$ cat src/common/wr_demux_consts.svh
// --------------------------------------------------
// sizing macros for the write demux: port count,
// ID tracking, counter, data and response widths
// --------------------------------------------------
`ifndef WR_DEMUX_CONSTS_SVH
`define WR_DEMUX_CONSTS_SVH

// master ports and the width of a port select
`define WD_NUM_PORTS 4
`define WD_SEL_WIDTH 2

// full AXI ID and the low bits that get a counter
`define WD_ID_WIDTH 4
`define WD_LOOK_BITS 2

// open transactions per ID, and open W bursts
`define WD_CNT_WIDTH 3

// W and B payload
`define WD_DATA_WIDTH 32
`define WD_RESP_WIDTH 2

`endif

$ cat src/common/wr_demux_pkg.sv
// --------------------------------------------------
// shared types and FSM state enums of the write demux
// --------------------------------------------------
`include "wr_demux_consts.svh"

package wr_demux_pkg;

  // port index on the master side
  typedef logic [`WD_SEL_WIDTH-1:0] port_sel_t;

  // full AXI ID and the tracked low bits
  typedef logic [`WD_ID_WIDTH-1:0] axi_id_t;
  typedef logic [`WD_LOOK_BITS-1:0] look_id_t;

  // in-flight counter value
  typedef logic [`WD_CNT_WIDTH-1:0] cnt_t;

  // W data and B response
  typedef logic [`WD_DATA_WIDTH-1:0] data_t;
  typedef logic [`WD_RESP_WIDTH-1:0] resp_t;

  // AW steering
  // idle waits for an admissible AW, locked holds valid until ready
  typedef enum logic {
    AW_IDLE,
    AW_LOCKED
  } aw_state_e;

  // B arbiter
  // held keeps the grant until the slave side takes the response
  typedef enum logic {
    ARB_FREE,
    ARB_HELD
  } arb_state_e;

endpackage

$ cat src/hdl/wr_id_tracker.sv
// --------------------------------------------------
// per-ID in-flight write counters and target port
// --------------------------------------------------
`timescale 1ns/1ps
`include "wr_demux_consts.svh"

module wr_id_tracker (
  input  logic                    clk_i,
  input  logic                    arst_n_i,
  // lookup of the AW waiting on the slave port
  input  wr_demux_pkg::look_id_t  lookup_id_i,
  output wr_demux_pkg::port_sel_t lookup_sel_o,
  output logic                    lookup_busy_o,
  output logic                    full_o,
  // push on an AW decision
  input  logic                    push_i,
  input  wr_demux_pkg::look_id_t  push_id_i,
  input  wr_demux_pkg::port_sel_t push_sel_i,
  // pop on a slave-side B handshake
  input  logic                    pop_i,
  input  wr_demux_pkg::look_id_t  pop_id_i
);

  localparam int NUM_IDS = 2 ** `WD_LOOK_BITS;

  // one counter and one stored port per tracked ID
  wr_demux_pkg::cnt_t      cnt_q [NUM_IDS];
  wr_demux_pkg::port_sel_t sel_q [NUM_IDS];
  logic [NUM_IDS-1:0]      cnt_full;

  // --------------------------------------------------
  // lookup
  // --------------------------------------------------
  // port is only meaningful while the ID is busy
  assign lookup_sel_o  = sel_q[lookup_id_i];
  assign lookup_busy_o = (cnt_q[lookup_id_i] != '0);
  // stop all admissions once any counter saturates
  assign full_o        = |cnt_full;

  // --------------------------------------------------
  // counters
  // --------------------------------------------------
  for (genvar i = 0; i < NUM_IDS; i++) begin : gen_ids
    logic push_en;
    logic pop_en;

    assign push_en     = push_i && (push_id_i == wr_demux_pkg::look_id_t'(i));
    assign pop_en      = pop_i && (pop_id_i == wr_demux_pkg::look_id_t'(i));
    assign cnt_full[i] = &cnt_q[i];

    always_ff @(posedge clk_i or negedge arst_n_i) begin
      if (!arst_n_i) begin
        cnt_q[i] <= '0;
      end else begin
        // push and pop together cancel out
        unique case ({push_en, pop_en})
          2'b10:   cnt_q[i] <= cnt_q[i] + wr_demux_pkg::cnt_t'(1);
          2'b01:   cnt_q[i] <= cnt_q[i] - wr_demux_pkg::cnt_t'(1);
          default: cnt_q[i] <= cnt_q[i];
        endcase
      end
    end

    // target port of the newest write with this ID
    always_ff @(posedge clk_i) begin
      if (push_en) begin
        sel_q[i] <= push_sel_i;
      end
    end
  end

  // a B from the ports must belong to a write that was pushed earlier
  a_pop_nonzero: assert property (@(posedge clk_i) disable iff (!arst_n_i)
    pop_i |-> (cnt_q[pop_id_i] != '0));

  // AW admission must hold off pushes while a counter is saturated
  a_push_not_full: assert property (@(posedge clk_i) disable iff (!arst_n_i)
    push_i |-> !full_o);

endmodule

$ cat src/write_demux/aw_steer.sv
// --------------------------------------------------
// AW admission, valid locking and master port steering
// --------------------------------------------------
`timescale 1ns/1ps
`include "wr_demux_consts.svh"

module aw_steer (
  input  logic                    clk_i,
  input  logic                    arst_n_i,
  // slave-side AW handshake and select
  input  logic                    s_aw_valid_i,
  input  wr_demux_pkg::port_sel_t s_aw_sel_i,
  output logic                    s_aw_ready_o,
  // master-side AW handshake
  output logic [`WD_NUM_PORTS-1:0] m_aw_valid_o,
  input  logic [`WD_NUM_PORTS-1:0] m_aw_ready_i,
  // ID tracker lookup
  input  wr_demux_pkg::port_sel_t lookup_sel_i,
  input  logic                    lookup_busy_i,
  input  logic                    id_full_i,
  // W route status
  input  logic                    w_ok_i,
  input  logic                    w_full_i,
  // one pulse per AW decision
  output logic                    aw_push_o
);

  wr_demux_pkg::aw_state_e state_d;
  wr_demux_pkg::aw_state_e state_q;
  logic                    id_ok;
  logic                    admit;
  logic                    aw_valid;
  logic                    sel_ready;

  // --------------------------------------------------
  // admission
  // --------------------------------------------------
  // an ID with open writes may only go to the port it already uses
  assign id_ok     = !lookup_busy_i || (lookup_sel_i == s_aw_sel_i);
  // W bursts must not need two ports at once, so the W side has a say too
  assign admit     = s_aw_valid_i && !id_full_i && !w_full_i && w_ok_i && id_ok;
  assign sel_ready = m_aw_ready_i[s_aw_sel_i];

  always_comb begin
    state_d   = state_q;
    aw_valid  = 1'b0;
    aw_push_o = 1'b0;
    unique case (state_q)
      wr_demux_pkg::AW_IDLE: begin
        if (admit) begin
          aw_valid  = 1'b1;
          // decision goes to tracker and W route even if ready is missing
          aw_push_o = 1'b1;
          if (!sel_ready) begin
            state_d = wr_demux_pkg::AW_LOCKED;
          end
        end
      end
      wr_demux_pkg::AW_LOCKED: begin
        // already pushed, only wait for the port
        aw_valid = 1'b1;
        if (sel_ready) begin
          state_d = wr_demux_pkg::AW_IDLE;
        end
      end
      default: state_d = wr_demux_pkg::AW_IDLE;
    endcase
  end

  // --------------------------------------------------
  // steering
  // --------------------------------------------------
  assign s_aw_ready_o = aw_valid && sel_ready;

  always_comb begin
    m_aw_valid_o             = '0;
    m_aw_valid_o[s_aw_sel_i] = aw_valid;
  end

  always_ff @(posedge clk_i or negedge arst_n_i) begin
    if (!arst_n_i) begin
      state_q <= wr_demux_pkg::AW_IDLE;
    end else begin
      state_q <= state_d;
    end
  end

  // the locked state relies on the slave side keeping its request up
  a_aw_valid_held: assert property (@(posedge clk_i) disable iff (!arst_n_i)
    (s_aw_valid_i && !s_aw_ready_o) |=> s_aw_valid_i);

  // the slave side must not move the select of a locked request
  a_sel_stable: assert property (@(posedge clk_i) disable iff (!arst_n_i)
    (state_q == wr_demux_pkg::AW_LOCKED) |-> $stable(s_aw_sel_i));

endmodule

$ cat src/write_demux/w_route.sv
// --------------------------------------------------
// open-burst counter and W beat steering
// --------------------------------------------------
`timescale 1ns/1ps
`include "wr_demux_consts.svh"

module w_route (
  input  logic                     clk_i,
  input  logic                     arst_n_i,
  // AW decision from the steering block
  input  logic                     aw_push_i,
  input  wr_demux_pkg::port_sel_t  aw_sel_i,
  // slave-side W handshake
  input  logic                     s_w_valid_i,
  input  logic                     s_w_last_i,
  output logic                     s_w_ready_o,
  // master-side W handshake
  output logic [`WD_NUM_PORTS-1:0] m_w_valid_o,
  input  logic [`WD_NUM_PORTS-1:0] m_w_ready_i,
  // status back to AW admission
  output logic                     w_ok_o,
  output logic                     w_full_o
);

  wr_demux_pkg::cnt_t      w_open_q;
  wr_demux_pkg::port_sel_t w_sel_q;
  wr_demux_pkg::port_sel_t w_sel;
  logic                    w_sel_valid;
  logic                    w_down;

  // with no burst open the fresh AW decision steers directly
  assign w_sel       = (w_open_q != '0) ? w_sel_q : aw_sel_i;
  assign w_sel_valid = aw_push_i || (w_open_q != '0);

  // all open bursts share one port, a new one must match it
  assign w_ok_o   = (w_open_q == '0) || (w_sel_q == aw_sel_i);
  assign w_full_o = &w_open_q;

  // W beats pass through combinationally
  always_comb begin
    m_w_valid_o        = '0;
    m_w_valid_o[w_sel] = s_w_valid_i && w_sel_valid;
  end
  assign s_w_ready_o = w_sel_valid && m_w_ready_i[w_sel];
  assign w_down      = s_w_valid_i && s_w_ready_o && s_w_last_i;

  always_ff @(posedge clk_i or negedge arst_n_i) begin
    if (!arst_n_i) begin
      w_open_q <= '0;
      w_sel_q  <= '0;
    end else begin
      // single-beat burst decided and closed in one cycle leaves the count alone
      unique case ({aw_push_i, w_down})
        2'b10:   w_open_q <= w_open_q + wr_demux_pkg::cnt_t'(1);
        2'b01:   w_open_q <= w_open_q - wr_demux_pkg::cnt_t'(1);
        default: w_open_q <= w_open_q;
      endcase
      if (aw_push_i) begin
        w_sel_q <= aw_sel_i;
      end
    end
  end

  // AW admission must hold off new bursts while the counter is saturated
  a_w_overflow: assert property (@(posedge clk_i) disable iff (!arst_n_i)
    aw_push_i |-> !w_full_o);

endmodule

$ cat src/write_demux/b_arbiter.sv
// --------------------------------------------------
// round-robin B arbiter with lock-in until handshake
// --------------------------------------------------
`timescale 1ns/1ps
`include "wr_demux_consts.svh"

module b_arbiter (
  input  logic                                         clk_i,
  input  logic                                         arst_n_i,
  // master-side B channels
  input  logic [`WD_NUM_PORTS-1:0]                     m_b_valid_i,
  output logic [`WD_NUM_PORTS-1:0]                     m_b_ready_o,
  input  wr_demux_pkg::axi_id_t [`WD_NUM_PORTS-1:0]    m_b_id_i,
  input  wr_demux_pkg::resp_t [`WD_NUM_PORTS-1:0]      m_b_resp_i,
  // slave-side B channel
  output logic                                         s_b_valid_o,
  input  logic                                         s_b_ready_i,
  output wr_demux_pkg::axi_id_t                        s_b_id_o,
  output wr_demux_pkg::resp_t                          s_b_resp_o,
  // tracker pop
  output logic                                         pop_o,
  output wr_demux_pkg::look_id_t                       pop_id_o
);

  wr_demux_pkg::arb_state_e state_q;
  wr_demux_pkg::port_sel_t  rr_q;
  wr_demux_pkg::port_sel_t  gnt_q;
  wr_demux_pkg::port_sel_t  pick;
  wr_demux_pkg::port_sel_t  idx;
  logic                     found;
  logic                     held;
  logic                     b_hs;

  // --------------------------------------------------
  // round-robin search
  // --------------------------------------------------
  // first valid port at or after the pointer
  always_comb begin : rr_search
    wr_demux_pkg::port_sel_t cand;
    pick  = rr_q;
    found = 1'b0;
    cand  = rr_q;
    for (int k = 0; k < `WD_NUM_PORTS; k++) begin
      cand = rr_q + wr_demux_pkg::port_sel_t'(k);
      if (!found && m_b_valid_i[cand]) begin
        pick  = cand;
        found = 1'b1;
      end
    end
  end

  // a stalled grant is kept, zero latency otherwise
  assign held        = (state_q == wr_demux_pkg::ARB_HELD);
  assign idx         = held ? gnt_q : pick;
  assign s_b_valid_o = held ? m_b_valid_i[gnt_q] : found;
  assign s_b_id_o    = m_b_id_i[idx];
  assign s_b_resp_o  = m_b_resp_i[idx];
  assign b_hs        = s_b_valid_o && s_b_ready_i;

  always_comb begin
    m_b_ready_o      = '0;
    m_b_ready_o[idx] = b_hs;
  end

  // each completed B closes one write of its ID
  assign pop_o    = b_hs;
  assign pop_id_o = s_b_id_o[`WD_LOOK_BITS-1:0];

  always_ff @(posedge clk_i or negedge arst_n_i) begin
    if (!arst_n_i) begin
      state_q <= wr_demux_pkg::ARB_FREE;
      rr_q    <= '0;
      gnt_q   <= '0;
    end else if (b_hs) begin
      state_q <= wr_demux_pkg::ARB_FREE;
      // served port goes to the back of the line
      rr_q    <= idx + wr_demux_pkg::port_sel_t'(1);
    end else if (!held && found) begin
      state_q <= wr_demux_pkg::ARB_HELD;
      gnt_q   <= pick;
    end
  end

  // slave side sees the same response until it takes it
  a_b_held: assert property (@(posedge clk_i) disable iff (!arst_n_i)
    (s_b_valid_o && !s_b_ready_i) |=> (s_b_valid_o && $stable(s_b_id_o)));

endmodule

$ cat src/hdl/wr_demux_top.sv
// --------------------------------------------------
// write demux top: AW steering, W route, B arbiter
// and ID tracker between one slave and N master ports
// --------------------------------------------------
`timescale 1ns/1ps
`include "wr_demux_consts.svh"

module wr_demux_top (
  input  logic                                      clk_i,
  input  logic                                      arst_n_i,
  // slave-side AW
  input  logic                                      s_aw_valid_i,
  input  wr_demux_pkg::axi_id_t                     s_aw_id_i,
  input  wr_demux_pkg::port_sel_t                   s_aw_sel_i,
  output logic                                      s_aw_ready_o,
  // slave-side W
  input  logic                                      s_w_valid_i,
  input  wr_demux_pkg::data_t                       s_w_data_i,
  input  logic                                      s_w_last_i,
  output logic                                      s_w_ready_o,
  // slave-side B
  output logic                                      s_b_valid_o,
  output wr_demux_pkg::axi_id_t                     s_b_id_o,
  output wr_demux_pkg::resp_t                       s_b_resp_o,
  input  logic                                      s_b_ready_i,
  // master-side AW
  output logic [`WD_NUM_PORTS-1:0]                  m_aw_valid_o,
  input  logic [`WD_NUM_PORTS-1:0]                  m_aw_ready_i,
  output wr_demux_pkg::axi_id_t                     m_aw_id_o,
  // master-side W
  output logic [`WD_NUM_PORTS-1:0]                  m_w_valid_o,
  input  logic [`WD_NUM_PORTS-1:0]                  m_w_ready_i,
  output wr_demux_pkg::data_t                       m_w_data_o,
  output logic                                      m_w_last_o,
  // master-side B
  input  logic [`WD_NUM_PORTS-1:0]                  m_b_valid_i,
  output logic [`WD_NUM_PORTS-1:0]                  m_b_ready_o,
  input  wr_demux_pkg::axi_id_t [`WD_NUM_PORTS-1:0] m_b_id_i,
  input  wr_demux_pkg::resp_t [`WD_NUM_PORTS-1:0]   m_b_resp_i
);

  wr_demux_pkg::port_sel_t lookup_sel;
  wr_demux_pkg::look_id_t  pop_id;
  logic                    lookup_busy;
  logic                    id_full;
  logic                    aw_push;
  logic                    w_ok;
  logic                    w_full;
  logic                    pop;

  // payload is shared, only the valids are steered
  assign m_aw_id_o  = s_aw_id_i;
  assign m_w_data_o = s_w_data_i;
  assign m_w_last_o = s_w_last_i;

  wr_id_tracker i_wr_id_tracker (
    .clk_i         (clk_i),
    .arst_n_i      (arst_n_i),
    .lookup_id_i   (s_aw_id_i[`WD_LOOK_BITS-1:0]),
    .lookup_sel_o  (lookup_sel),
    .lookup_busy_o (lookup_busy),
    .full_o        (id_full),
    .push_i        (aw_push),
    .push_id_i     (s_aw_id_i[`WD_LOOK_BITS-1:0]),
    .push_sel_i    (s_aw_sel_i),
    .pop_i         (pop),
    .pop_id_i      (pop_id)
  );

  aw_steer i_aw_steer (
    .clk_i         (clk_i),
    .arst_n_i      (arst_n_i),
    .s_aw_valid_i  (s_aw_valid_i),
    .s_aw_sel_i    (s_aw_sel_i),
    .s_aw_ready_o  (s_aw_ready_o),
    .m_aw_valid_o  (m_aw_valid_o),
    .m_aw_ready_i  (m_aw_ready_i),
    .lookup_sel_i  (lookup_sel),
    .lookup_busy_i (lookup_busy),
    .id_full_i     (id_full),
    .w_ok_i        (w_ok),
    .w_full_i      (w_full),
    .aw_push_o     (aw_push)
  );

  w_route i_w_route (
    .clk_i       (clk_i),
    .arst_n_i    (arst_n_i),
    .aw_push_i   (aw_push),
    .aw_sel_i    (s_aw_sel_i),
    .s_w_valid_i (s_w_valid_i),
    .s_w_last_i  (s_w_last_i),
    .s_w_ready_o (s_w_ready_o),
    .m_w_valid_o (m_w_valid_o),
    .m_w_ready_i (m_w_ready_i),
    .w_ok_o      (w_ok),
    .w_full_o    (w_full)
  );

  b_arbiter i_b_arbiter (
    .clk_i       (clk_i),
    .arst_n_i    (arst_n_i),
    .m_b_valid_i (m_b_valid_i),
    .m_b_ready_o (m_b_ready_o),
    .m_b_id_i    (m_b_id_i),
    .m_b_resp_i  (m_b_resp_i),
    .s_b_valid_o (s_b_valid_o),
    .s_b_ready_i (s_b_ready_i),
    .s_b_id_o    (s_b_id_o),
    .s_b_resp_o  (s_b_resp_o),
    .pop_o       (pop),
    .pop_id_o    (pop_id)
  );

endmodule

$ cat config.mk
export PLATFORM = sky130hd
export DESIGN_NAME = wr_demux_top
export DESIGN_NICKNAME = d
export VERILOG_FILES = /design/src/common/wr_demux_pkg.sv /design/src/hdl/wr_id_tracker.sv /design/src/write_demux/aw_steer.sv /design/src/write_demux/w_route.sv /design/src/write_demux/b_arbiter.sv /design/src/hdl/wr_demux_top.sv
export VERILOG_INCLUDE_DIRS = /design/src /design/src/common
export SDC_FILE = /design/constraint.sdc
export NUM_CORES = 1
export LEC_CHECK = 0
export ABC_AREA = 1
export BUFFER_PORTS_ARGS = -buffer_cell sky130_fd_sc_hd__buf_2
export CORE_AREA = 4 4 133 71
export DETAILED_ROUTE_END_ITERATION = 8
export DIE_AREA = 0 0 137 75
export PLACE_DENSITY = 0.67
export SKIP_CTS_REPAIR_TIMING = 1
export SLEW_MARGIN = 15
export SYNTH_ARGS = -nofsm -noshare
export SYNTH_HDL_FRONTEND = slang
export SYNTH_SLANG_ARGS = --single-unit
export TNS_END_PERCENT = 100
$ cat constraint.sdc
create_clock -name clk_i -period 3.6 [get_ports clk_i]
set_input_delay 0.72 -clock clk_i [delete_from_list [all_inputs] [get_ports clk_i]]
set_output_delay 0.72 -clock clk_i [all_outputs]
set_load 0.01 [all_outputs]
==> out/results.ini <==
[floorplan]
die_w_um = 137
fp.coreArea_sq_um = 8410
floorplan.initialDensity_pct = 33.8
die_area_sq_um = 10300
rows = 24
chipHeight_um = 75
top_level_ports = 138

[timing]
timing.setup.tns_ns = 0
worst-slew-pin-transition_ns = 0.564
worst_slew_margin_rel_pct = 62.4
finalHoldViolCount = 0
setup_ws_ns = 0.344
finClkSkew_ns = 0.00582
grt_setup_unrepaired = no
fmax_mhz = 307
setup_viol_count_final = 0
fin_crit_ns = 3.26
drv_slew = 0
layout_worst_path_cycle_share_pct = 90.4

[clock_tree]
cts_tree = built
cts.path.max_buffers = 2
cts_num_sinks = 31
cts-buffers-inserted = 5
clkTransAtPathRegs_ns = 0.05
insertion_delay_ns = 0.28
htreeDepth = 2
cts.root.buffer_cell = sky130_fd_sc_hd__clkbuf_16

[job]
drv.max_cap_violation_count = 0

[grt]
grt_pass1_wl_um = 11400
global_route.usage.total_pct = 14.3
initial_antenna_violation_count = 0
globalRouteOverflowTotal = 0
grt_start_max_net_pins = 24
first_global_vias = 2341

[synth]
yosysWarnings = 0
synthesis.area_per_instance_sq_um = 7.20
ys_seq_elements = 31
synthMuxAreaShare_pct = 0
mappedNetlistArea_sq_um = 2840
largest_family_of_logic_cells_by_synthesized_area = simple AND/OR/NAND/NOR gates
synthDistinctLibCells = 37
ys_seq_area_share_pct = 28.7
synth_adder_area_share_pct = 7.50
complex_gate_fraction_of_the_synthesized_area_pct = 10.7
synth_xor_area_share_pct = 3.70
asyncSetResetFlopFracSynth_pct = 74.2
edff_count_synth = 8
cells_after_synth = 394
synth-simple-area-share_pct = 30.5
syn_nets = 488
synth-main-ff-cell = sky130_fd_sc_hd__dfrtp_1

[final_layout]
areaGrowthSynthToFinish_pct = 14.8
n_antenna_cell = 0
final_net_count = 534
drive_gt1_share_pct = 26.3

[pwr]
clock_power_share_pct = 13.1
power_switching_mw = 1.55
pwr-share-seq_pct = 21.1
netSwitchingFraction_pct = 50.2
cellPowerDensity_nw_per_um2 = 949
total_leakage_power_nw = 1.66
comb_power_share_pct = 65.8
intPower_mw = 1.54
irDropWorstVdd_mv = 0.478

[placed_design]
port-buffer-count = 69
dp_worst_setup_slack_ns = 0.103
place_congestion = 0.926
detailed_placer_s_ending_hpwl_um = 5710

[drt]
wl_um = 7070
via_count = 2636
postRouteAntennaNets = 0
drt_iter0_drc = 236
vias_per_cell = 4.72
detail_route.first_pass.iterations = 5
post-route-drc-count = 0
wire_length_per_cell_um = 12.7

[critical_path]
worst-setup-path-type = flip-flop to flip-flop
endpoint_kind = flip-flop
cp.required_ns = 3.77
cp-start-kind = flip-flop
cp_data_arrival_time_ns = 3.42
worst-path-max-fanout = 12
worstSetupStartpoint = i_b_arbiter.rr_q[0]
worstReg2RegStart = i_b_arbiter.rr_q[0]

[min_path]
worst_hold_path_type = input pin to asynchronous set/reset pin

[outcome]
status = finished, final reports clean

## worst max-delay path, cell delays in order (launching register included)
cell	delay (ns)
sky130_fd_sc_hd__dfrtp_2	0.48
sky130_fd_sc_hd__inv_4	0.15
sky130_fd_sc_hd__nand2_1	0.08
sky130_fd_sc_hd__nand2_2	0.13
sky130_fd_sc_hd__nand2_2	0.08
sky130_fd_sc_hd__nand2_4	0.11
sky130_fd_sc_hd__nand2_1	0.07
sky130_fd_sc_hd__nand2_1	0.06
sky130_fd_sc_hd__nand2_1	0.06
sky130_fd_sc_hd__nand2_2	0.08
sky130_fd_sc_hd__nand3_2	0.14
sky130_fd_sc_hd__nand2_8	0.14
sky130_fd_sc_hd__inv_2	0.11
sky130_fd_sc_hd__nand2_1	0.11
sky130_fd_sc_hd__nand2_1	0.06
sky130_fd_sc_hd__nand2_1	0.06
sky130_fd_sc_hd__nand2_2	0.07
sky130_fd_sc_hd__nor2_1	0.12
sky130_fd_sc_hd__ha_1	0.15
sky130_fd_sc_hd__inv_1	0.07
sky130_fd_sc_hd__fa_1	0.38
sky130_fd_sc_hd__a21oi_1	0.15
sky130_fd_sc_hd__o21ai_0	0.12
sky130_fd_sc_hd__xnor2_1	0.14
## state kept, by name, indices dropped and copies added, names as in the netlist
| register | flops |
|---|---|
| i_aw_steer.state_q | 1 |
| i_b_arbiter.gnt_q | 2 |
| i_b_arbiter.held | 1 |
| i_b_arbiter.rr_q | 2 |
| i_w_route.w_open_q | 3 |
| i_w_route.w_sel_q | 2 |
| i_wr_id_tracker.cnt_q | 12 |
| i_wr_id_tracker.sel_q | 8 |
## power groups by stage
stage                     Sequential (mW)  Combinational [mW]  Clock (mW)
after CTS                           0.656                1.92       0.413
after global placement              0.657                1.86           0
final                               0.653                2.03       0.405
after global routing                0.679                2.31       0.430
after floorplan                     0.601                1.53           0
after detailed placement            0.660                1.91           0
## cells in the mapped netlist (2+ instances only)
cell / instances / area (sq um)
sky130_fd_sc_hd__buf_6: 3 / 33.8
sky130_fd_sc_hd__nor3_1: 7 / 35.0
sky130_fd_sc_hd__nand2_1: 84 / 315
sky130_fd_sc_hd__or2_1: 3 / 18.8
sky130_fd_sc_hd__nand2_2: 16 / 100
sky130_fd_sc_hd__nand4_1: 2 / 12.5
sky130_fd_sc_hd__dfrtp_1: 23 / 576
sky130_fd_sc_hd__a22oi_1: 3 / 22.5
sky130_fd_sc_hd__buf_4: 39 / 293
sky130_fd_sc_hd__o21ai_1: 3 / 15.0
sky130_fd_sc_hd__edfxtp_1: 8 / 240
sky130_fd_sc_hd__inv_2: 2 / 7.51
sky130_fd_sc_hd__ha_1: 9 / 113
sky130_fd_sc_hd__a21oi_1: 10 / 50.1
sky130_fd_sc_hd__o211ai_1: 4 / 30.0
sky130_fd_sc_hd__fa_1: 5 / 100
sky130_fd_sc_hd__nand2_4: 3 / 33.8
sky130_fd_sc_hd__xnor2_1: 9 / 78.8
sky130_fd_sc_hd__inv_1: 51 / 191
sky130_fd_sc_hd__o21ai_0: 25 / 125
sky130_fd_sc_hd__nand3_1: 34 / 170
sky130_fd_sc_hd__nor2_1: 32 / 120
sky130_fd_sc_hd__xor2_1: 3 / 26.3
sky130_fd_sc_hd__o31ai_1: 3 / 22.5
## cell usage in the layout (no fill, tap or decap), drive strengths merged, types with 4 or more instances in the layout
cell type,count
a21oi,10
dfrtp,23
fa,5
or2,4
nor2,33
nand3,36
inv,54
o21ai,29
xnor2,9
o211ai,4
edfxtp,8
ha,9
nand2,103
clkbuf,7
buf,81
nor3,7
## cells by family after synthesis
kind of cell,Yosys count
fa+ha+maj,14
simple gates,187
compound gates,53
xor+xnor,12
buf+inv,97
flops,31
## final cells by class
class / instances / area (sq um)
clock buffers: 7 / 133
clock inverters: 1 / 5.00
fillers: 888 / 5150
inverters: 55 / 211
multi-input cells: 266 / 1500
flip-flops and latches: 31 / 818
well taps: 117 / 146
repair buffers: 81 / 448
## final timing paths
path	endpoint	slack (ns)	cells after the start
setup / recovery	i_wr_id_tracker.cnt_q[11]	0.34	23
hold / removal	i_aw_steer.state_q	0.42	1
setup reg to reg	i_wr_id_tracker.cnt_q[11]	0.34	23
hold reg to reg	i_w_route.w_open_q[0]	0.50	1
max in group asynchronous	i_b_arbiter.rr_q[1]	2.76	1
min in group clk_i	i_w_route.w_open_q[0]	0.50	1
## stage by stage
| step | power, mW | cells | instance area [sq um] | hold WS [ns] | util, % |
|---|---|---|---|---|---|
| after floorplan | 2.13 | 394 | 2840 | 0.424 | - |
| after global placement | 2.52 | 544 | 3050 | 0.490 | 36.3 |
| after detailed placement | 2.57 | 544 | 3050 | 0.494 | 36.3 |
| after CTS | 2.99 | 552 | 3190 | 0.454 | 37.9 |
| after global routing | 3.42 | 558 | 3260 | 0.472 | 38.7 |
| final | 3.09 | 558 | 3260 | 0.423 | 38.7 |
## per-layer routing
metal / part of all wire (%) / vias to the layer above / track usage, %
met3: 8.4 / 15 / 4.21
met4: 1.9 / 0 / 5.86
met2: 38 / 108 / 17.3
li1: - / 1325 / -
met5: 0 / - / 0
met1: 52 / 1188 / 22.5
Power figures use the tool's default switching activity.
